==> config.mk <==
export PLATFORM = sky130hd
export DESIGN_NAME = ntm_activation_trainer
export DESIGN_NICKNAME = d
export VERILOG_FILES = /design/src/rtl/ntm_pkg.sv /design/src/rtl/ntm_activation_derivative.sv /design/src/rtl/ntm_activation_trainer.sv /design/src/rtl/ntm_gradient_accumulator.sv /design/src/rtl/ntm_modular_multiplier.sv
export VERILOG_INCLUDE_DIRS = /design/src /design/src/include
export SDC_FILE = /design/constraint.sdc
export NUM_CORES = 2
export LEC_CHECK = 0
export BUFFER_PORTS_ARGS = -buffer_cell sky130_fd_sc_hd__buf_2
export CORE_UTILIZATION = 47
export CTS_CLUSTER_DIAMETER = 50
export CTS_CLUSTER_SIZE = 20
export DETAILED_ROUTE_END_ITERATION = 10
export GPL_TIMING_DRIVEN = 0
export PLACE_DENSITY = 0.69
export SLEW_MARGIN = 5
export SYNTH_ARGS = -nofsm -noshare
export SYNTH_HDL_FRONTEND = slang
export SYNTH_SLANG_ARGS = --single-unit
export TNS_END_PERCENT = 1
==> constraint.sdc <==
create_clock -name CLK -period 12.45 [get_ports CLK]
set_input_delay 3.1125 -clock CLK [delete_from_list [all_inputs] [get_ports CLK]]
set_output_delay 3.1125 -clock CLK [all_outputs]
set_load 0.05 [all_outputs]
==> src/include/ntm_cfg.svh <==
`ifndef NTM_CFG_SVH
`define NTM_CFG_SVH

// Width of one residue word
`define NTM_DATA_WIDTH 32

// Width of the sample counters
`define NTM_COUNT_WIDTH 16

// Prime modulus, largest 32-bit prime
`define NTM_MODULUS 32'hFFFF_FFFB

`endif

==> src/rtl/ntm_pkg.sv <==
`include "ntm_cfg.svh"

package ntm_pkg;

  // Residue word and sample count
  typedef logic [`NTM_DATA_WIDTH-1:0] word_t;
  typedef logic [`NTM_COUNT_WIDTH-1:0] count_t;

  // Shift-add multiplier
  typedef enum logic [1:0] {
    MUL_IDLE,
    MUL_RUN,
    MUL_DONE
  } mul_state_e;

  // Derivative sequencer
  typedef enum logic [2:0] {
    DER_IDLE,
    DER_SQUARE,
    DER_SI,
    DER_PRODUCT,
    DER_HOLD
  } deriv_state_e;

  // Gradient accumulator
  typedef enum logic [1:0] {
    ACC_IDLE,
    ACC_WX,
    ACC_KH,
    ACC_SUM
  } accum_state_e;

  // Run control at the top
  typedef enum logic [1:0] {
    TRN_IDLE,
    TRN_STREAM,
    TRN_DRAIN,
    TRN_DONE
  } trainer_state_e;

endpackage

==> src/rtl/ntm_activation_derivative.sv <==
`timescale 1ns/1ps

`include "ntm_cfg.svh"

module ntm_activation_derivative (
  input  logic           CLK,
  input  logic           RST,
  input  logic           start,
  input  ntm_pkg::word_t a_in,
  input  ntm_pkg::word_t i_in,
  input  ntm_pkg::word_t s_in,
  input  logic           da_take,
  output logic           idle,
  output logic           da_valid,
  output ntm_pkg::word_t da
);

  import ntm_pkg::*;

  deriv_state_e state;

  // Latched operands, a goes straight to the multiplier on start
  word_t i_r;
  word_t s_r;
  word_t one_minus_sq;
  word_t da_r;

  // Multiplier port
  logic  mul_start;
  word_t mul_a;
  word_t mul_b;
  logic  mul_ready;
  word_t mul_product;

  ////////////////////
  // Multiplier sequencing
  ////////////////////

  // Each product starts on the ready cycle of the one before
  always_comb begin
    mul_start = 1'b0;
    mul_a     = '0;
    mul_b     = '0;
    case (state)
      DER_IDLE: begin
        // a squared
        mul_start = start;
        mul_a     = a_in;
        mul_b     = a_in;
      end
      DER_SQUARE: begin
        // s times i
        mul_start = mul_ready;
        mul_a     = s_r;
        mul_b     = i_r;
      end
      DER_SI: begin
        // (s*i) times (1 - a^2), product still valid this cycle
        mul_start = mul_ready;
        mul_a     = mul_product;
        mul_b     = one_minus_sq;
      end
      default: begin
        mul_start = 1'b0;
      end
    endcase
  end

  ntm_modular_multiplier u_mul (
    .CLK     (CLK),
    .RST     (RST),
    .start   (mul_start),
    .op_a    (mul_a),
    .op_b    (mul_b),
    .ready   (mul_ready),
    .product (mul_product)
  );

  ////////////////////
  // Payload
  ////////////////////

  always_ff @(posedge CLK) begin
    if (state == DER_IDLE && start) begin
      i_r <= i_in;
      s_r <= s_in;
    end
    // 1 - a^2 mod P, wraps through P when a^2 exceeds 1
    if (state == DER_SQUARE && mul_ready) begin
      if (mul_product > word_t'(1)) begin
        one_minus_sq <= `NTM_MODULUS - mul_product + word_t'(1);
      end else begin
        one_minus_sq <= word_t'(1) - mul_product;
      end
    end
    if (state == DER_PRODUCT && mul_ready) begin
      da_r <= mul_product;
    end
  end

  ////////////////////
  // FSM
  ////////////////////

  always_ff @(posedge CLK or posedge RST) begin
    if (RST) begin
      state <= DER_IDLE;
    end else begin
      case (state)
        DER_IDLE:    if (start) state <= DER_SQUARE;
        DER_SQUARE:  if (mul_ready) state <= DER_SI;
        DER_SI:      if (mul_ready) state <= DER_PRODUCT;
        DER_PRODUCT: if (mul_ready) state <= DER_HOLD;
        // Wait for the accumulator to pick it up
        DER_HOLD:    if (da_take) state <= DER_IDLE;
        default:     state <= DER_IDLE;
      endcase
    end
  end

  assign idle     = (state == DER_IDLE);
  assign da_valid = (state == DER_HOLD);
  assign da       = da_r;

endmodule

==> src/rtl/ntm_activation_trainer.sv <==
`timescale 1ns/1ps

module ntm_activation_trainer (
  input  logic            CLK,
  input  logic            RST,
  input  logic            start,
  input  ntm_pkg::count_t length_in,
  output logic            sample_ready,
  input  logic            in_enable,
  input  ntm_pkg::word_t  a_in,
  input  ntm_pkg::word_t  i_in,
  input  ntm_pkg::word_t  s_in,
  input  ntm_pkg::word_t  x_in,
  input  ntm_pkg::word_t  h_in,
  output logic            ready,
  output ntm_pkg::word_t  w_out,
  output ntm_pkg::word_t  k_out,
  output ntm_pkg::word_t  b_out
);

  import ntm_pkg::*;

  trainer_state_e state;
  trainer_state_e state_next;

  count_t length_r;
  count_t accepted_cnt;
  count_t done_cnt;

  // Run start is honoured in idle and on the ready cycle
  logic run_start;
  logic accept;
  logic all_done;

  // x and h wait here while da is computed
  word_t x_r;
  word_t h_r;
  logic  first_r;

  // Derivative unit
  logic  der_idle;
  logic  der_valid;
  word_t der_da;

  // Accumulator
  logic  da_take;
  logic  acc_busy;
  logic  acc_busy_q;
  logic  busy_fall;
  word_t w_sum;
  word_t k_sum;
  word_t b_sum;

  assign run_start    = start && (state == TRN_IDLE || state == TRN_DONE);
  assign sample_ready = (state == TRN_STREAM) && (accepted_cnt < length_r) && der_idle;
  assign accept       = in_enable && sample_ready;
  assign da_take      = der_valid && !acc_busy;
  assign busy_fall    = acc_busy_q && !acc_busy;
  assign all_done     = (done_cnt == length_r);

  ////////////////////
  // Units
  ////////////////////

  ntm_activation_derivative u_derivative (
    .CLK      (CLK),
    .RST      (RST),
    .start    (accept),
    .a_in     (a_in),
    .i_in     (i_in),
    .s_in     (s_in),
    .da_take  (da_take),
    .idle     (der_idle),
    .da_valid (der_valid),
    .da       (der_da)
  );

  ntm_gradient_accumulator u_accumulator (
    .CLK        (CLK),
    .RST        (RST),
    .clear      (run_start),
    .da_take    (da_take),
    .first_step (first_r),
    .da         (der_da),
    .x_in       (x_r),
    .h_in       (h_r),
    .busy       (acc_busy),
    .w_sum      (w_sum),
    .k_sum      (k_sum),
    .b_sum      (b_sum)
  );

  always_ff @(posedge CLK) begin
    if (accept) begin
      x_r <= x_in;
      h_r <= h_in;
    end
  end

  ////////////////////
  // Run FSM
  ////////////////////

  always_comb begin
    state_next = state;
    case (state)
      TRN_STREAM: begin
        // All accepted, maybe all accumulated too (length 0)
        if (accepted_cnt == length_r) begin
          state_next = all_done ? TRN_DONE : TRN_DRAIN;
        end
      end
      TRN_DRAIN: if (all_done) state_next = TRN_DONE;
      TRN_DONE:  state_next = TRN_IDLE;
      default:   state_next = TRN_IDLE;
    endcase
    if (run_start) begin
      state_next = TRN_STREAM;
    end
  end

  always_ff @(posedge CLK or posedge RST) begin
    if (RST) begin
      state        <= TRN_IDLE;
      length_r     <= '0;
      accepted_cnt <= '0;
      done_cnt     <= '0;
      first_r      <= 1'b0;
      acc_busy_q   <= 1'b0;
      w_out        <= '0;
      k_out        <= '0;
      b_out        <= '0;
    end else begin
      state      <= state_next;
      acc_busy_q <= acc_busy;
      if (run_start) begin
        length_r     <= length_in;
        accepted_cnt <= '0;
        done_cnt     <= '0;
      end else begin
        // Sample 0 has no previous h
        if (accept) begin
          accepted_cnt <= accepted_cnt + 1'b1;
          first_r      <= (accepted_cnt == '0);
        end
        // One sample fully accumulated
        if (busy_fall) begin
          done_cnt <= done_cnt + 1'b1;
        end
      end
      // Results held until the next run
      if (state_next == TRN_DONE && state != TRN_DONE) begin
        w_out <= w_sum;
        k_out <= k_sum;
        b_out <= b_sum;
      end
    end
  end

  assign ready = (state == TRN_DONE);

endmodule

==> src/rtl/ntm_gradient_accumulator.sv <==
`timescale 1ns/1ps

`include "ntm_cfg.svh"

module ntm_gradient_accumulator (
  input  logic           CLK,
  input  logic           RST,
  input  logic           clear,
  input  logic           da_take,
  input  logic           first_step,
  input  ntm_pkg::word_t da,
  input  ntm_pkg::word_t x_in,
  input  ntm_pkg::word_t h_in,
  output logic           busy,
  output ntm_pkg::word_t w_sum,
  output ntm_pkg::word_t k_sum,
  output ntm_pkg::word_t b_sum
);

  import ntm_pkg::*;

  accum_state_e state;

  // Sample held for the duration of the update
  word_t da_r;
  word_t h_r;
  logic  first_r;

  // h of the previous step, pairs with the current da
  word_t h_prev;

  // Multiplier port
  logic  mul_start;
  word_t mul_a;
  word_t mul_b;
  logic  mul_ready;
  word_t mul_product;

  // Sum of two residues, one subtract at most
  function automatic word_t mod_add(input word_t x, input word_t y);
    logic [`NTM_DATA_WIDTH:0] s;
    s = {1'b0, x} + {1'b0, y};
    if (s >= {1'b0, `NTM_MODULUS}) begin
      s = s - {1'b0, `NTM_MODULUS};
    end
    mod_add = word_t'(s);
  endfunction

  ////////////////////
  // Multiplier control
  ////////////////////

  always_comb begin
    mul_start = 1'b0;
    mul_a     = da;
    mul_b     = x_in;
    if (state == ACC_IDLE) begin
      // da * x
      mul_start = da_take;
    end else if (state == ACC_WX) begin
      // da * h(t-1), skipped on the first step
      mul_start = mul_ready && !first_r;
      mul_a     = da_r;
      mul_b     = h_prev;
    end
  end

  ntm_modular_multiplier u_mul (
    .CLK     (CLK),
    .RST     (RST),
    .start   (mul_start),
    .op_a    (mul_a),
    .op_b    (mul_b),
    .ready   (mul_ready),
    .product (mul_product)
  );

  always_ff @(posedge CLK) begin
    if (state == ACC_IDLE && da_take) begin
      da_r    <= da;
      h_r     <= h_in;
      first_r <= first_step;
    end
  end

  ////////////////////
  // Sums and FSM
  ////////////////////

  always_ff @(posedge CLK or posedge RST) begin
    if (RST) begin
      state  <= ACC_IDLE;
      w_sum  <= '0;
      k_sum  <= '0;
      b_sum  <= '0;
      h_prev <= '0;
    end else if (clear) begin
      // New run
      state  <= ACC_IDLE;
      w_sum  <= '0;
      k_sum  <= '0;
      b_sum  <= '0;
      h_prev <= '0;
    end else begin
      case (state)
        ACC_IDLE: if (da_take) state <= ACC_WX;
        ACC_WX: begin
          if (mul_ready) begin
            w_sum <= mod_add(w_sum, mul_product);
            b_sum <= mod_add(b_sum, da_r);
            state <= first_r ? ACC_SUM : ACC_KH;
          end
        end
        ACC_KH: begin
          if (mul_ready) begin
            k_sum <= mod_add(k_sum, mul_product);
            state <= ACC_SUM;
          end
        end
        ACC_SUM: begin
          // Shift h along for the next step
          h_prev <= h_r;
          state  <= ACC_IDLE;
        end
        default: state <= ACC_IDLE;
      endcase
    end
  end

  assign busy = (state != ACC_IDLE);

endmodule

==> src/rtl/ntm_modular_multiplier.sv <==
`timescale 1ns/1ps

`include "ntm_cfg.svh"

module ntm_modular_multiplier (
  input  logic           CLK,
  input  logic           RST,
  input  logic           start,
  input  ntm_pkg::word_t op_a,
  input  ntm_pkg::word_t op_b,
  output logic           ready,
  output ntm_pkg::word_t product
);

  import ntm_pkg::*;

  mul_state_e state;
  logic [$clog2(`NTM_DATA_WIDTH)-1:0] bit_idx;

  // Operands and running partial sum
  word_t a_r;
  word_t b_r;
  word_t acc;

  word_t dbl_mod;
  word_t step_mod;

  // One conditional subtract brings a sum of two residues below P
  function automatic word_t mod_reduce(input logic [`NTM_DATA_WIDTH:0] v);
    logic [`NTM_DATA_WIDTH:0] p_wide;
    p_wide = {1'b0, `NTM_MODULUS};
    if (v >= p_wide) begin
      mod_reduce = word_t'(v - p_wide);
    end else begin
      mod_reduce = word_t'(v);
    end
  endfunction

  ////////////////////
  // Datapath
  ////////////////////

  // Double, then add a when the current bit of b is set
  always_comb begin
    dbl_mod = mod_reduce({acc, 1'b0});
    if (b_r[bit_idx]) begin
      step_mod = mod_reduce({1'b0, dbl_mod} + {1'b0, a_r});
    end else begin
      step_mod = dbl_mod;
    end
  end

  // Payload, loaded on an accepted start
  always_ff @(posedge CLK) begin
    if (start && state != MUL_RUN) begin
      // op_a may be above P, fold it once
      a_r <= mod_reduce({1'b0, op_a});
      b_r <= op_b;
      acc <= '0;
    end else if (state == MUL_RUN) begin
      acc <= step_mod;
    end
  end

  ////////////////////
  // Control
  ////////////////////

  always_ff @(posedge CLK or posedge RST) begin
    if (RST) begin
      state   <= MUL_IDLE;
      bit_idx <= '0;
    end else begin
      case (state)
        MUL_RUN: begin
          // MSB first, one bit per cycle
          if (bit_idx == '0) begin
            state <= MUL_DONE;
          end else begin
            bit_idx <= bit_idx - 1'b1;
          end
        end
        default: begin
          // Idle or done, a new start may chain straight in
          if (start) begin
            state   <= MUL_RUN;
            bit_idx <= '1;
          end else begin
            state <= MUL_IDLE;
          end
        end
      endcase
    end
  end

  assign ready   = (state == MUL_DONE);
  assign product = acc;

endmodule

==> impl_metrics.ini <==
[die]
core_um2 = 96710
die_w_um = 314.6
die_h_um = 314.6
fp-row-count = 114
dieArea_um2 = 98960
pin_count = 278
start_util_pct = 47.48

[finish]
nFillCells = 8740
seq_area_um2 = 20220
layout.nets = 5567
area.growth.synth_to_final_pct = 13.91
final_cell_area_um2 = 52310
final_core_utilization_pct = 54.09
drive_gt1_share_pct = 13.09
final_common_cell = nand2_1
final_cell_mix = nand2_1 (578), edfxtp_1 (385), nor2_1 (384)
multi_input_area_um2 = 24350

[timing]
min_period_over_period_pct = 68.55
setup_viol = 0
slew_viol_final = 0
relSlewSlack_pct = 10.70
setup_tns_ns = 0
clock-skew-final_ns = 0.03769
grt_setup_unrepaired = false
hold_viol_final = 0
worst_pin_slew_ns = 1.339
timing.fmax_ghz = 0.1172
period_minus_slack_ns = 8.534

[pwr]
max-vdd-ir-drop_v = 0.0001065
pwr-share-comb_pct = 1.3
p_switching_mw = 1.265
p_clk_share_pct = 51.0
p_leak_nw = 21.27
p_int_mw = 4.135
p_sw_share_pct = 23.43
pwr_density_cell_nw_per_um2 = 103.2
seqPwrFrac_pct = 47.7

[synth]
synth_warnings = 0
synth-seq-cells = 744
yosys.area.top_type_share_pct = 25.18
async_reset_ff_share_pct = 39.65
synth_edf_count = 385
synth_cell_type_count = 111
ys_seq_area_share_pct = 44.04
syn-num-nets = 5190
avgSynthCellArea_um2 = 9.571
synth.area.top_cells = edfxtp_1 (25%), dfrtp_1 (16%), ha_1 (5.6%), nand2_1 (4.7%), xnor2_1 (3.9%)
syn_inst = 4798
syn_area_um2 = 45920
synth_flop_cell = edfxtp_1
yosysTopAreaCell = edfxtp_1

[setup_path]
endpoint = u_derivative.u_mul.product[26]
cp.required_ns = 12.96
crit_path_top_delay_cell = nor4_4
reg2reg_depth = 25
cp_max_fo = 10
cp.arrival_ns = 9.04
startpoint_type = register
r2r_end = u_derivative.u_mul.product[26]
critPathMaxStageDelay_ns = 0.66
cp-startpoint = u_derivative.u_mul.product[16]
r2r_slack_ns = 3.92
end_kind = register
worstReg2RegStart = u_derivative.u_mul.product[16]
setup.worst_path.class = reg -> reg

[cts]
clock_latency_ns = 0.68
cts_buffer_depth = 3
cts_tree = built
post-cts-setup-buffers = 0
path_clk_slew_ns = 0.08
ctsResizeCount = 0
ctsHoldBuffers = 0
h-tree-depth = 3
cts-root-buf = clkbuf_16
numCtsBuffers = 86
clkSinkCount = 744

[place]
routabilityCongestion = 0.9749
io_buffers = 277
dpl_cell_area_um2 = 49140
dp_hpwl_um = 112700

[grt]
grt_max_degree = 110
antenna_found_initial = 0
grt_util_all_layers_pct = 28.72
grt_pass1_vias = 37170
grt_pass1_wl_um = 219900
grt-ovfl-total = 0

[hold_path]
min_from = h_r[25]
hp-class = reg -> reg

[run_status]
status = completed

[routing]
wl_um = 144700
drc = 0
wire_per_inst_um = 22.17
ant_nets = 0
dr.pass1.iters = 7
vias = 38970
routed_via_density = 5.972
drt_iter0_drc = 3501

[flow_run]
max_cap_violations = 0
[area by class of cell]
class	count	share of cell area (%)
antenna	1	0.004784
buffer	237	1.801
clock buffer	95	4.339
clock inverter	66	1.720
inverter	111	0.8228
multi-input combinational	3706	46.55
sequential	744	38.66
tap	1276	3.052
timing repair buffer	289	3.047
[cell usage after synthesis (11+ instances only)]
master       n
a22oi_1     50
o22ai_1     15
o31ai_1     11
a211oi_1    57
ha_1       207
a211o_1     12
dfxtp_1     64
or3_1       34
nand4_1    114
o21ai_0    295
nand2b_1    21
or2_2       16
a21o_1      70
mux2_2     103
mux4_2      20
o21ai_1     31
dfrtp_1    295
buf_2       27
a21oi_1    348
edfxtp_1   385
and2_1      45
and4_1      30
buf_1       31
a22o_1      11
a2111oi_0   14
nor2b_1     67
xnor2_1    206
a31oi_1     25
or4_1       15
o21a_1      34
and3_1      59
mux2i_1     66
nor2_1     384
inv_1      109
nor3_1     137
o211ai_1    55
nor4_1      59
o21bai_1    26
xor2_1     150
o211a_1     15
nand2_1    578
clkbuf_1   175
nand3_1    110
[worst max-delay path, delay by kind of cell (launching register included)]
family / cells / cell delay (ns)
and+or+nand+nor: 11 / 3.57
AOI/OAI and AO/OA: 6 / 1.56
xor gates and xnor gates: 3 / 1.29
buffers and inverters: 4 / 1.23
adders and majority gates: 1 / 0.38
DFF: 1 / 0.33
[kinds of logic after synthesis]
group                      Yosys count  synth area share (%)
buffers and inverters              348                 2.956
AOI/OAI and AO/OA                 1201                 16.65
adders and majority gates          212                 5.858
xor gates and xnor gates           356                 6.790
and+or+nand+nor                   1748                 18.75
muxes                              189                 4.945
DFF                                744                 44.04
[how the worst min path moves through the flow]
stage	endpoint	slack, ns	cells past startpoint
3_3_place_gp	u_accumulator.h_r[15]	0.40	0
4_1_cts	u_accumulator.h_r[25]	0.42	0
2_1_floorplan	u_accumulator.h_r[0]	0.40	0
6_report	u_accumulator.h_r[25]	0.42	0
5_1_grt	u_accumulator.h_r[31]	0.43	0
3_5_place_dp	u_accumulator.h_r[25]	0.40	0
[per-layer routing]
metal / routed length [µm] / track usage, % / up-vias
met3: 8434 / 4.018 / 317
met1: 60800 / 37.43 / 18710
li1: - / - / 18520
met4: 6391 / 11.83 / 0
met5: 0 / 0 / -
met2: 69040 / 47.89 / 1418
[per-stage QoR]
step	setup slack [ns]	power, mW	hold slack [ns]	instances
3_5_place_dp	4.312	2.700	0.4045	6363
4_1_cts	4.243	5.451	0.4207	6524
6_report	3.916	5.401	0.4210	6525
2_1_floorplan	1.190	2.652	0.4003	4798
3_3_place_gp	-2.488	2.697	0.4019	6351
5_1_grt	3.511	5.542	0.4321	6524
[power groups by stage]
stage | sequential, mW | clock [mW] | combinational (mW)
detailed placement | 2.63 | 0 | 0.0729
CTS | 2.58 | 2.80 | 0.0731
floorplan | 2.63 | 0 | 0.0253
finish | 2.58 | 2.75 | 0.0715
global route | 2.57 | 2.89 | 0.0791
global placement | 2.63 | 0 | 0.0698
Note: power is estimated with default switching activity, not from simulation.
